File: src/verilog/ecc_mem_pkg.sv
// ECC scratchpad shared types

package ecc_mem_pkg;

  // Data bits held in one memory word
  localparam int unsigned DATA_W = 32;

  // Six Hamming check bits plus one overall parity bit
  localparam int unsigned PARITY_W = 7;

  // Stored codeword, data and parity together
  localparam int unsigned CODE_W = DATA_W + PARITY_W;

  // Host word address, bank select in the low bits and row above them
  localparam int unsigned ADDR_W = 8;

  // Outcome of a decode, also carried in every response
  typedef enum logic [1:0] {
    ERR_NONE          = 2'd0,
    ERR_CORRECTED     = 2'd1,
    ERR_UNCORRECTABLE = 2'd2
  } ecc_err_e;

  // Host request
  // The flip mask is XORed into the codeword on its way into the array
  typedef struct packed {
    logic              write;
    logic [ADDR_W-1:0] addr;
    logic [DATA_W-1:0] wdata;
    logic [CODE_W-1:0] flip;
  } mem_req_t;

  // Response to the host
  // Stores answer with zero data, zero syndrome and ERR_NONE
  typedef struct packed {
    logic                write;
    logic [DATA_W-1:0]   rdata;
    logic [PARITY_W-1:0] syndrome;
    ecc_err_e            err;
  } mem_rsp_t;

endpackage : ecc_mem_pkg

File: src/verilog/rsp_collect.sv
// Response FIFO with credit release

`timescale 1ns/1ps

module rsp_collect #(
  parameter  int unsigned NumBanks   = 4,
  parameter  int unsigned NumCredits = 4,
  localparam int unsigned PtrW       = (NumCredits > 1) ? $clog2(NumCredits) : 1,
  localparam int unsigned CountW     = $clog2(NumCredits + 1),
  localparam int unsigned RspCredW   = 8
) (
  input  logic                                 clk_i,
  input  logic                                 rst_n_i,
  input  logic [NumBanks-1:0]                  bank_rsp_valid_i,
  input  ecc_mem_pkg::mem_rsp_t [NumBanks-1:0] bank_rsp_i,
  input  logic                                 rsp_credit_i,
  output logic                                 rsp_valid_o,
  output ecc_mem_pkg::mem_rsp_t                rsp_o,
  output logic                                 req_credit_o
);

  ecc_mem_pkg::mem_rsp_t fifo_q [NumCredits];
  ecc_mem_pkg::mem_rsp_t push_rsp;
  logic [PtrW-1:0]       wr_ptr_q;
  logic [PtrW-1:0]       rd_ptr_q;
  logic [CountW-1:0]     count_q;
  logic [RspCredW-1:0]   rsp_cred_q;
  logic                  push;
  logic                  pop;

  // Banks share one latency, so at most one of them answers per cycle
  assign push = |bank_rsp_valid_i;

  always_comb begin
    push_rsp = '0;
    for (int unsigned b = 0; b < NumBanks; b++) begin
      if (bank_rsp_valid_i[b]) begin
        push_rsp = bank_rsp_i[b];
      end
    end
  end

  // Release needs both a stored response and a response credit
  assign pop = (count_q != '0) && (rsp_cred_q != '0);

  always_ff @(posedge clk_i) begin
    if (push) begin
      fifo_q[wr_ptr_q] <= push_rsp;
    end
    if (pop) begin
      rsp_o <= fifo_q[rd_ptr_q];
    end
  end

  always_ff @(posedge clk_i or negedge rst_n_i) begin
    if (!rst_n_i) begin
      wr_ptr_q     <= '0;
      rd_ptr_q     <= '0;
      count_q      <= '0;
      rsp_cred_q   <= '0;
      rsp_valid_o  <= 1'b0;
      req_credit_o <= 1'b0;
    end else begin
      if (push) begin
        wr_ptr_q <= (wr_ptr_q == PtrW'(NumCredits - 1)) ? '0 : wr_ptr_q + 1'b1;
      end
      if (pop) begin
        rd_ptr_q <= (rd_ptr_q == PtrW'(NumCredits - 1)) ? '0 : rd_ptr_q + 1'b1;
      end
      count_q    <= count_q + CountW'(push) - CountW'(pop);
      rsp_cred_q <= rsp_cred_q + RspCredW'(rsp_credit_i) - RspCredW'(pop);
      // The freed entry hands its request credit back in the same cycle
      rsp_valid_o  <= pop;
      req_credit_o <= pop;
    end
  end

  // Request credits bound the entries, so a full FIFO never sees a push
  a_no_overflow : assert property (
    @(posedge clk_i) disable iff (!rst_n_i)
    push |-> (count_q < CountW'(NumCredits))
  ) else $error("rsp_collect: push into a full FIFO");

  a_one_bank_rsp : assert property (
    @(posedge clk_i) disable iff (!rst_n_i)
    $onehot0(bank_rsp_valid_i)
  ) else $error("rsp_collect: more than one bank response in a cycle");

endmodule : rsp_collect

File: config.mk
export PLATFORM = sky130hd
export DESIGN_NAME = rsp_collect
export DESIGN_NICKNAME = d
export VERILOG_FILES = /design/src/verilog/ecc_mem_pkg.sv /design/src/verilog/rsp_collect.sv
export SDC_FILE = /design/constraint.sdc
export NUM_CORES = 1
export LEC_CHECK = 0
export ABC_AREA = 1
export BUFFER_PORTS_ARGS = -buffer_cell sky130_fd_sc_hd__buf_2
export CAP_MARGIN = 10
export CORE_MARGIN = 5
export CORE_UTILIZATION = 49
export DETAILED_ROUTE_END_ITERATION = 12
export HOLD_SLACK_MARGIN = 0.03
export MAX_ROUTING_LAYER = met4
export PLACE_DENSITY = 0.86
export SETUP_SLACK_MARGIN = 0.05
export SKIP_CTS_REPAIR_TIMING = 1
export SLEW_MARGIN = 20
export SYNTH_ARGS = -nofsm -noshare
export SYNTH_HDL_FRONTEND = slang
export SYNTH_SLANG_ARGS = --single-unit
File: constraint.sdc
create_clock -name clk_i -period 2.9 [get_ports clk_i]
set_clock_uncertainty 0.2 [all_clocks]
set_input_delay 0.29 -clock clk_i [delete_from_list [all_inputs] [get_ports clk_i]]
set_output_delay 0.29 -clock clk_i [all_outputs]
set_load 0.02 [all_outputs]
==> metrics.cfg <==
[sta]
hold_viol_final = 9
finalMaxSlewViolations = 0
tightest_slew_ps = 785
slew_headroom = 0.476
min_period_over_period = 0.908
rsz0062_at_grt = false
period_needed_ps = 2630
setup_viol = 0
fmax_mhz = 380
hold_slack_ps = -9.00

[critical_path]
startpoint = rsp_cred_q[5]
start_kind = register
critPathArrivalTime_ps = 2820
rrSetupSlack_ps = 270
crit_end = rsp_cred_q[6]
worst_ep_required_time_ps = 3080
critical_path_peak_fanout = 5
worstSetupPathType = reg2reg
r2r_start = rsp_cred_q[5]
end_kind = register
rr_endpoint = rsp_cred_q[6]
reg2regPathDepth = 15

[floorplan]
dieWidth_um = 152
core_mm2 = 0.0197
rows = 51
fp.dieH_um = 152
start_util = 0.502
ioPinCount = 219
die_area_mm2 = 0.0231

[job]
max_cap_violations = 0

[drt]
routed-via-count = 7565
wire_per_inst_um = 17.3
vias_per_cell = 5.34
postRouteAntennaNets = 0
drc = 0
routed_wl_mm = 24.6
drtIter0Drc = 484
drt_pass1_iterations = 5

[synthesis]
avgSynthCellArea_um2 = 11.5
async_flop_share = 0.0708
yosysSeqAreaShare = 0.680
synth_edf_count = 210
synth.distinct_cells = 22
syn-cell-area_mm2 = 0.00986
synth_seq_cells = 226
synth_ff_type = edfxtp_1
postSynthCellCount = 860
yosys_warnings = 0
synthesis.nets = 1055

[placement]
numPortBuffers = 218
dpl_cell_area_mm2 = 0.0112
finalWeightedCongestion = 0.825
dp_hpwl_mm = 15.1

[global_routing]
antenna_found_initial = 0
grt_first_pass_wirelength_mm = 36.8
grt_pass1_vias = 7357
grt_overflow_total = 0
grt_max_degree = 85
grt_use_total = 0.200

[clocking]
cts_tree = yes
cts_root_buf = clkbuf_16
htree_levels = 1
clkSlewWorstSetupHoldPaths_ps = 60
cts_made_buffers = 22
clock_latency_ps = 500
cts_sinks = 226
clock_path_buffers = 3

[status]
violations = negative hold slack
status = complete, but fails checks

[final_layout]
drive_gt1_frac = 0.248
fin_nets = 1333
area_growth_pct = 27.3
n_antenna_cell = 0
final_area_mm2 = 0.0125

[pwr]
peakVddDrop_mv = 0.622
powerDensity_mw_per_mm2 = 1000
power_leakage_nw = 5.13

[hold_path]
hold_class = in2reg

## per-stage QoR
| step | instances | TNS (ps) | total power (W) | worst slack [ps] | utilization |
|---|---|---|---|---|---|
| final | 1417 | 0 | 0.0126 | 267 | 0.638 |
| after global placement | 1309 | 0 | 0.00975 | 404 | 0.570 |
| after global routing | 1417 | 0 | 0.0133 | 87.7 | 0.638 |
| after floorplan | 860 | -38950 | 0.00849 | -229 | - |
| after detailed placement | 1309 | 0 | 0.00999 | 267 | 0.570 |
| after CTS | 1347 | 0 | 0.0126 | 253 | 0.603 |
## layout make-up
type,count,area [um2]
clock buffers,28,594
clock inverters,10,45.0
fillers,1466,7110
inverters,37,143
multi-input cells,543,2770
flip-flops and latches,226,6710
well taps,265,332
repair buffers,308,1950
## worst min path at each step
| stage | start | end | slack, ps | cells past startpoint |
|---|---|---|---|---|
| final | bank_rsp_i[89] | fifo_q[1][5] | -9 | 3 |
| after global routing | bank_rsp_i[107] | fifo_q[0][23] | 30 | 3 |
| after CTS | rst_n_i | req_credit_o | -500 | 1 |
| after detailed placement | rst_n_i | rsp_cred_q[5] | 30 | 1 |
| after global placement | rst_n_i | rsp_cred_q[5] | 20 | 1 |
| after floorplan | rst_n_i | count_q[0] | -210 | 0 |
## registers in the layout, summed over array words and instances (netlist names)
name and flops:
fifo_q 168, count_q 3, rd_ptr_q 2, rsp_o 42
req_credit_o 1, wr_ptr_q 2, rsp_cred_q 8
## critical path, cell delays in order, from the launching register on
cell        delay (ps)
dfrtp_1            390
inv_1               90
ha_2               170
nand4_1            110
nand2_2            130
clkinvlp_4         150
ha_4               290
inv_2               40
ha_4               150
fa_2               340
nand2_1             80
nand3_1            100
nand3_1            120
nand2_1             60
nand2_1             60
nand2_1             50
## where the power goes
part / internal [W] / switching, W
combinational: 0.00144 / 0.00299
clock: 0.00144 / 0.00112
sequential: 0.00519 / 0.000373
total: 0.00807 / 0.00449
## logic make-up (layout without fill, tap and decap cells)
logic type      count (synthesis)  in the layout  synth area share
flops                         226            226             0.680
buf+inv                        91            383            0.0451
simple gates                  304            304             0.119
compound gates                214            214             0.125
fa+ha+maj                      20             20            0.0269
xor+xnor                        5              5           0.00444
## cell usage in the layout (no fill, tap or decap), types with 19 or more instances in the layout
master and n:
a21oi_1 44, buf_2 218, buf_4 19, clkbuf_16 23, dlygate4sd3_1 70, edfxtp_1 210, inv_1 30, nand2_1 197
nor2_1 91, o211ai_1 42, o21ai_0 66, o21ai_1 20, o22ai_1 42
## cell usage after synthesis (2+ instances only)
library cell | number | area (um2)
edfxtp_1 | 210 | 6310
o22ai_1 | 42 | 263
ha_1 | 18 | 225
buf_4 | 7 | 52.6
nand3_1 | 9 | 45.0
a21oi_1 | 44 | 220
buf_6 | 6 | 67.6
xor2_1 | 4 | 35.0
fa_1 | 2 | 40.0
buf_2 | 25 | 125
o21ai_0 | 66 | 330
nor2_1 | 95 | 357
clkbuf_1 | 16 | 60.1
o211ai_1 | 42 | 315
dfrtp_1 | 16 | 400
nand2_1 | 198 | 743
inv_1 | 32 | 120
inv_2 | 5 | 18.8
o21ai_1 | 20 | 100
## routing by layer
metal | up-vias | part of all wire | global-route usage
li1 | 3614 | - | -
met1 | 3577 | 0.40 | 0.246
met2 | 340 | 0.51 | 0.351
met3 | 34 | 0.072 | 0.0290
met4 | 0 | 0.016 | 0.0479
met5 | - | 0 | -
No activity file was read; power rests on OpenSTA's default activity.
