### src/verilog/ecc_mem_pkg.sv
// ECC scratchpad shared types

package ecc_mem_pkg;

  // Data bits held in one memory word
  localparam int unsigned DATA_W = 32;

  // Six Hamming check bits plus one overall parity bit
  localparam int unsigned PARITY_W = 7;

  // Stored codeword, data and parity together
  localparam int unsigned CODE_W = DATA_W + PARITY_W;

  // Host word address, bank select in the low bits and row above them
  localparam int unsigned ADDR_W = 8;

  // Outcome of a decode, also carried in every response
  typedef enum logic [1:0] {
    ERR_NONE          = 2'd0,
    ERR_CORRECTED     = 2'd1,
    ERR_UNCORRECTABLE = 2'd2
  } ecc_err_e;

  // Host request
  // The flip mask is XORed into the codeword on its way into the array
  typedef struct packed {
    logic              write;
    logic [ADDR_W-1:0] addr;
    logic [DATA_W-1:0] wdata;
    logic [CODE_W-1:0] flip;
  } mem_req_t;

  // Response to the host
  // Stores answer with zero data, zero syndrome and ERR_NONE
  typedef struct packed {
    logic                write;
    logic [DATA_W-1:0]   rdata;
    logic [PARITY_W-1:0] syndrome;
    ecc_err_e            err;
  } mem_rsp_t;

endpackage : ecc_mem_pkg

### src/verilog/bank_dispatch.sv
// Request credit tracking and bank select

`timescale 1ns/1ps

module bank_dispatch #(
  parameter  int unsigned NumBanks   = 4,
  parameter  int unsigned BankDepth  = 64,
  parameter  int unsigned NumCredits = 4,
  localparam int unsigned BankSelW   = $clog2(NumBanks),
  localparam int unsigned RowW       = $clog2(BankDepth),
  localparam int unsigned CreditW    = $clog2(NumCredits + 1)
) (
  input  logic                                 clk_i,
  input  logic                                 rst_n_i,
  input  logic                                 req_valid_i,
  input  ecc_mem_pkg::mem_req_t                req_i,
  input  logic                                 credit_ret_i,
  output logic [NumBanks-1:0]                  bank_req_valid_o,
  output ecc_mem_pkg::mem_req_t [NumBanks-1:0] bank_req_o,
  output logic [NumBanks-1:0][RowW-1:0]        bank_row_o
);

  logic [CreditW-1:0]  credit_q;
  logic [BankSelW-1:0] bank_sel;
  logic [RowW-1:0]     row;
  logic                accept;

  // Mirror of the credits the host holds, full after reset
  always_ff @(posedge clk_i or negedge rst_n_i) begin
    if (!rst_n_i) begin
      credit_q <= CreditW'(NumCredits);
    end else begin
      credit_q <= credit_q - CreditW'(accept) + CreditW'(credit_ret_i);
    end
  end

  // A request without a credit is a host protocol error and is dropped
  assign accept = req_valid_i && (credit_q != '0);

  // Low address bits pick the bank, the bits above them the row
  assign bank_sel = req_i.addr[BankSelW-1:0];
  assign row      = req_i.addr[BankSelW +: RowW];

  always_comb begin
    for (int unsigned b = 0; b < NumBanks; b++) begin
      bank_req_valid_o[b] = accept && (bank_sel == BankSelW'(b));
      // Every bank sees the request, only the selected one acts on it
      bank_req_o[b]       = req_i;
      bank_row_o[b]       = row;
    end
  end

  // The host must hold a credit for every request it sends
  a_req_has_credit : assert property (
    @(posedge clk_i) disable iff (!rst_n_i)
    req_valid_i |-> (credit_q != '0)
  ) else $error("bank_dispatch: request sent with no credit held");

  // An accepted request reaches exactly one bank
  a_bank_onehot : assert property (
    @(posedge clk_i) disable iff (!rst_n_i)
    accept |-> $onehot(bank_req_valid_o)
  ) else $error("bank_dispatch: bank valid is not one-hot");

endmodule : bank_dispatch

### config.mk
export PLATFORM = sky130hd
export DESIGN_NAME = bank_dispatch
export DESIGN_NICKNAME = d
export VERILOG_FILES = /design/src/verilog/ecc_mem_pkg.sv /design/src/verilog/bank_dispatch.sv
export SDC_FILE = /design/constraint.sdc
export NUM_CORES = 1
export LEC_CHECK = 0
export ABC_AREA = 0
export BUFFER_PORTS_ARGS = -buffer_cell sky130_fd_sc_hd__buf_2
export CORE_AREA = 2 2 167 169
export DETAILED_ROUTE_END_ITERATION = 8
export DIE_AREA = 0 0 169 171
export PLACE_DENSITY = 0.41
export SYNTH_ARGS = -nofsm -noshare
export SYNTH_HDL_FRONTEND = slang
export SYNTH_SLANG_ARGS = --single-unit
### constraint.sdc
create_clock -name clk_i -period 2.81 [get_ports clk_i]
set_input_delay 0.1405 -clock clk_i [delete_from_list [all_inputs] [get_ports clk_i]]
set_output_delay 0.1405 -clock clk_i [all_outputs]
set_load 0.05 [all_outputs]
==> impl_metrics.tcl, run 1 <==
set metrics [dict create \
    run_status "completed" \
    global_route.overflow_total 0 \
    min_path_type "in -> reg" \
    path_class "reg -> reg" \
    ys_ff_latch 3 \
    achievable-frequency_mhz 529 \
    clock_sinks 3 \
    maxCapViolCount 0 \
    maxUsedRoutingLayer "met4" \
    start_kind "flop" \
    fin_worst_skew_ns 0.00137 \
    required_ns 2.93 \
    slew_headroom 0.825 \
    avgRoutedWirePerCell_um 8.85 \
    peak_per_stage_delay_on_the_critical_path_ns 0.48 \
    final_layout_size_suffix_gt1_frac 0.575 \
    p_int_w 0.000332 \
    path_clk_slew_ns 0.03 \
    crit_slowest_cell "sky130_fd_sc_hd__fa_1" \
    finalWorstPathRequiredPeriod_ns 1.89 \
    synth_flop_cell "sky130_fd_sc_hd__dfrtp_1" \
    top_register "credit_q" \
    setup_repair_after_global_routing_missed_its_margin "no" \
    clockPowerShare 0.457 \
    met1Wirelength_um 262 \
    cts_setup_buffers 0 \
    total_vias_in_the_final_route 443 \
    sw_frac_of_total 0.340 \
    grt_util_all_layers 0.0197 \
    synth_sequential_area_ratio 0.0274 \
    synth_edf_count 0 \
    avgSynthCellArea_um2 7.70 \
    cts.root.buffer_cell "sky130_fd_sc_hd__clkbuf_16" \
    synth.most_common_cell "sky130_fd_sc_hd__buf_4" \
    cts_buffers 3 \
    power.combinational.fraction 0.332 \
    synthesis.nets 449 \
    clockBufferDepth 2 \
    grt_antenna_before_repair 0 \
    dp_hpwl_um 2670 \
    largest_register_ffs 3 \
    syn_inst 362 \
    async_flop_share 1.00 \
    drc_errors_left 0 \
    die_width_um 169 \
    leading_post_synthesis_cells_by_cell_area "sky130_fd_sc_hd__buf_4 (93%), sky130_fd_sc_hd__dfrtp_1 (1.8%), sky130_fd_sc_hd__dfstp_2 (0.94%)" \
    layout_top_registers "credit_q: 3 flops" \
    io-pin-count 432 \
    antenna_cells 0 \
    max_slew.worst_pin.slew_ns 0.262 \
    fin_tns_setup_ns 0 \
    rows 61 \
    pre_cts_ws_ns 0.908 \
    crit_path_cells "o31ai_4 > inv_2 > ha_1 > inv_1 > ha_1 > inv_1 > fa_1 > inv_1" \
    vias_per_cell 1.15 \
    port_buffers 17 \
    clkLatencyLatePin_ns 0.23 \
    initial_cell_density_of_the_core 0.102 \
    clock_tree_from_tritoncts "built" \
    timing.critical_path.to_type "flop" \
    post-synth-top-area-cell "sky130_fd_sc_hd__buf_4" \
    antenna_violating_nets_post_route 0 \
    report.final.setup_viol 0 \
    crit_top_cell "sky130_fd_sc_hd__inv_1" \
    area.growth.synth_to_final_pct -70.9 \
    grt_first_pass_wirelength_um 4100 \
    count_of_distinct_cell_types_in_the_synthesized_netlist 12 \
    power.static_leakage_nw 0.212 \
    crit_share_post_route 0.673 \
    register_share_of_total_power 0.211 \
    first_global_vias 537 \
    critPathArrivalTime_ns 2.01 \
    placeableCoreArea_um2 27300 \
    multi_input_area_um2 110 \
    pin_count_of_the_biggest_net_entering_global_routing 9 \
    ir_drop_uv 313 \
    finalWeightedCongestion 0.573 \
    nFillCells 3264 \
    synth_warnings 0 \
    die_height_um 171 \
    fp.dieArea_um2 28900 \
    total_switching_power_w 0.000171 \
    seqCellArea_um2 76.3 \
    h-tree-depth 1 \
    crit_fanout 4 \
    r2r_setup_slack_ns 0.92 \
    wl_met3_um 1520 \
    power_per_cell_area_nw_per_um2 619 \
    dr.pass1.iters 3 \
    final_critical_path_setup_slack_ns 0.918 \
    met2RoutedLength_um 803 \
    synth.cell_area_um2 2790 \
    first_iter_violations 13 \
    num-nets-final 128 \
    synthTopCellsByCount "sky130_fd_sc_hd__buf_4 (344), sky130_fd_sc_hd__inv_1 (4)" \
    detail_route.wirelength_um 3420 \
    final-max-slew-violation-count 0 \
    synth.top_cell.area_share 0.926 \
    hold_violations 0 \
]
==> path summary, 6_finish.rpt <==
kind	startpoint	end	cells past startpoint
min in group asynchronous	rst_n_i	credit_q[0]	2
max reg2reg	credit_q[0]	credit_q[1]	8
max	credit_q[0]	credit_q[1]	8
min	credit_ret_i	credit_q[0]	2
max in group asynchronous	rst_n_i	credit_q[2]	2
min reg2reg	credit_q[2]	credit_q[2]	2
==> layer usage <==
layer | vias up | track usage
met3 | 87 | 0.0372
li1 | 100 | -
met4 | 0 | 0.0554
met1 | 117 | 0.00375
met2 | 139 | 0.0116
met5 | - | 0
==> stage by stage <==
step	hold WS, ns	util	area [um2]	cells	power [W]
after floorplan	-0.155	-	2790	362	0.00153
after global placement	-0.0519	0.0265	723	381	0.000273
after detailed placement	-0.0539	0.0265	723	381	0.000276
after CTS	0.153	0.0297	812	386	0.000510
after global routing	0.190	0.0297	812	386	0.000538
final	0.152	0.0297	812	386	0.000502
==> cell families after synthesis <==
group                      synth area share
xor gates and xnor gates            0.00628
AOI/OAI and AO/OA                   0.00763
DFF                                  0.0274
adders and majority gates            0.0162
buffers and inverters                 0.933
and+or+nand+nor                     0.00942
==> timing repair <==
action                                 in CTS  in global routing
hold buffers                                1                  0
resized for setup                           0                  0
endpoints found under the hold margin       3                  0
==> area by class of cell <==
class,count,area share
Tap cell,346,0.533
Multi-Input combinational cell,10,0.136
Timing Repair Buffer,18,0.117
Clock buffer,4,0.0971
Sequential cell,3,0.0940
Inverter,5,0.0231
==> power by group through the flow <==
stage	clock [W]	combinational [W]	sequential [W]
2_1_floorplan	0	0.00143	0.000103
3_3_place_gp	0	0.000166	0.000108
3_5_place_dp	0	0.000168	0.000108
4_1_cts	0.000232	0.000170	0.000107
5_1_grt	0.000238	0.000190	0.000110
6_report	0.000230	0.000167	0.000106
==> worst max-delay path, delay by kind of cell, from the launching register on <==
kind,cells,cell delay (ns)
buffers and inverters,4,0.20
flip-flops,1,0.39
AO/OA/AOI/OAI,1,0.32
adder cells (fa/ha/maj),3,0.88
==> cells in the final DEF (no fill, tap or decap) <==
cell type | netlist | final
sky130_fd_sc_hd__and3_1 | 1 | 1
sky130_fd_sc_hd__buf_2 | 0 | 17
sky130_fd_sc_hd__clkbuf_1 | 0 | 1
sky130_fd_sc_hd__clkbuf_16 | 0 | 3
sky130_fd_sc_hd__dfrtp_1 | 2 | 2
sky130_fd_sc_hd__dfstp_2 | 1 | 1
sky130_fd_sc_hd__dlygate4sd3_1 | 0 | 1
sky130_fd_sc_hd__fa_1 | 1 | 1
sky130_fd_sc_hd__ha_1 | 2 | 2
sky130_fd_sc_hd__inv_1 | 4 | 4
sky130_fd_sc_hd__inv_2 | 1 | 1
sky130_fd_sc_hd__nor3_1 | 1 | 1
sky130_fd_sc_hd__nor3b_1 | 2 | 2
sky130_fd_sc_hd__o31ai_4 | 1 | 1
sky130_fd_sc_hd__xnor2_1 | 2 | 2
(Power assumes the default switching activity.)
==> run 2: changes to the inputs <==
PLACE_DENSITY = 0.42   (was 0.41)
clock period = 1.72 ns   (was 2.81 ns; I/O delays follow)
==> run 2 against run 1 <==
Against the previous run: the flow now finishes with violations (negative setup slack); setup slack lost 0.95 ns; die area is the same; critical path depth is the same; register-to-register slack lost 0.95 ns; wire length shrank 0.35%; clock-buffer cell count is the same.
==> impl_metrics.tcl, run 2 (synthesis results as in run 1) <==
set metrics [dict create \
    critPathArrivalTime_ns 1.87 \
    die_height_um 171 \
    min_path_type "in -> reg" \
    finalWeightedCongestion 0.599 \
    io-pin-count 432 \
    clockBufferDepth 2 \
    avgRoutedWirePerCell_um 8.75 \
    global_route.overflow_total 0 \
    critical_path.reg2reg.startpoint "credit_q[0]" \
    layout.cells.most_common_list "sky130_fd_sc_hd__buf_2 (17), sky130_fd_sc_hd__inv_1 (4), sky130_fd_sc_hd__clkbuf_16 (3), sky130_fd_sc_hd__buf_4 (3)" \
    layout_top_registers "credit_q: 3 flops" \
    num-nets-final 131 \
    ir_drop_uv 615 \
    clock_sinks 3 \
    run_status "finished, violations left" \
    achievable-frequency_mhz 571 \
    timing.critical_path.to_type "flop" \
    dp_hpwl_um 2680 \
    timing.hold.worst.start "credit_ret_i" \
    area.growth.synth_to_final_pct -69.3 \
    finalNonFillerCells 389 \
    h-tree-depth 1 \
    mostFrequentLayoutCell "sky130_fd_sc_hd__buf_2" \
    final-max-slew-violation-count 0 \
    die_width_um 169 \
    placedCellCount 383 \
    detail_route.wirelength_um 3410 \
    total_vias_in_the_final_route 488 \
    max_slew.worst_pin.slew_ns 0.251 \
    failed_checks "negative setup slack" \
    finalWorstPathRequiredPeriod_ns 1.75 \
    path_class "reg -> reg" \
    pin_count_of_the_biggest_net_entering_global_routing 9 \
    min_path_cells 2 \
    grt_first_pass_wirelength_um 4190 \
    slew_headroom 0.834 \
    clkLatencyLatePin_ns 0.22 \
    rows 61 \
    cts.root.buffer_cell "sky130_fd_sc_hd__clkbuf_16" \
    antenna_violating_nets_post_route 0 \
    grt_util_all_layers 0.0201 \
    power.static_leakage_nw 0.229 \
    nFillCells 3255 \
    drc_errors_left 0 \
    report.final.setup_viol 2 \
    fin_worst_skew_ns 0.000704 \
    crit_fanout 2 \
    path_clk_slew_ns 0.03 \
    dr.pass1.iters 2 \
    placeableCoreArea_um2 27300 \
    grt_antenna_before_repair 0 \
    final_critical_path_setup_slack_ns -0.0301 \
    port_buffers 17 \
    largest_register_ffs 3 \
    fp.dieArea_um2 28900 \
    cts_buffers 3 \
    final_layout_size_suffix_gt1_frac 0.674 \
    required_ns 1.84 \
    crit_share_post_route 1.02 \
    reg2regPathDepth 8 \
    maxCapViolCount 0 \
    setup_repair_after_global_routing_missed_its_margin "yes" \
    top_register "credit_q" \
    first_iter_violations 11 \
    antenna_cells 0 \
    start_kind "flop" \
    vias_per_cell 1.25 \
    first_global_vias 576 \
    timing.critical_path.from "credit_q[0]" \
    fin_util 0.0314 \
    power_per_cell_area_nw_per_um2 1020 \
    initial_cell_density_of_the_core 0.102 \
    hold_violations 0 \
    post-layout-total-power_w 0.000878 \
    clock_tree_from_tritoncts "built" \
]
run 2: cell types whose count changed in the layout (fill, tap and decap cells not counted):
cell                      delta
sky130_fd_sc_hd__nor3b_2     +2
sky130_fd_sc_hd__ha_4        +1
sky130_fd_sc_hd__buf_4       +3
sky130_fd_sc_hd__ha_1        -1
sky130_fd_sc_hd__nor3b_1     -2
run 2: area by class of cell:
class,instances,area (um2),area share
inverter,5,18.8,0.0219
tap,346,433,0.505
clock buffer,4,78.8,0.0920
sequential,3,76.3,0.0891
multi-input combinational,10,133,0.155
timing repair buffer,21,118,0.137
run 2: metal layers:
metal / global-route usage / part of all wire / vias to the layer above
li1: - / - / 107
met3: 0.0294 / 0.37 / 99
met2: 0.0107 / 0.26 / 159
met1: 0.00570 / 0.11 / 123
met4: 0.0673 / 0.27 / 0
met5: 0 / 0 / -
run 2: per-stage QoR:
stage               setup TNS [ns]  cell area (um2)  hold WS (ns)  setup slack [ns]
floorplan                   -0.165             2810        -0.210           -0.0699
global placement           -0.0239              761        -0.110           -0.0226
detailed placement         -0.0565              761        -0.112           -0.0398
CTS                        -0.0782              850         0.114           -0.0459
global route                -0.199              857         0.120            -0.102
finish                     -0.0376              857         0.107           -0.0301
run 2: timing repair:
action | in CTS | in global routing
hold buffers | 1 | 0
resized for setup | 0 | 0
hold endpoints to repair | 3 | 0
setup buffers | 0 | 1
setup endpoints to repair | 2 | 2
run 2: critical path: stages (launching register included):
cell and delay, ns:
sky130_fd_sc_hd__dfrtp_1 0.39, sky130_fd_sc_hd__o31ai_4 0.24, sky130_fd_sc_hd__inv_2 0.07, sky130_fd_sc_hd__ha_4 0.21
sky130_fd_sc_hd__inv_1 0.05, sky130_fd_sc_hd__ha_1 0.13, sky130_fd_sc_hd__inv_1 0.04, sky130_fd_sc_hd__fa_1 0.47
sky130_fd_sc_hd__inv_1 0.04
run 2: worst paths after layout:
kind / to / slack, ns
min reg2reg: credit_q[2] / 0.64
max in group asynchronous: credit_q[2] / 1.33
min: credit_q[0] / 0.11
min in group asynchronous: credit_q[1] / 0.19
max reg2reg: credit_q[1] / -0.03
max: credit_q[1] / -0.03
run 2: power by group:
| group | switching, W | total (W) | internal (W) | leakage, nW |
|---|---|---|---|---|
| logic | 0.000190 | 0.000346 | 0.000157 | 0.157 |
| registers | 0.0000393 | 0.000163 | 0.000124 | 0.0338 |
| clock network | 0.0000622 | 0.000368 | 0.000306 | 0.0382 |
| total | 0.000291 | 0.000878 | 0.000586 | 0.229 |
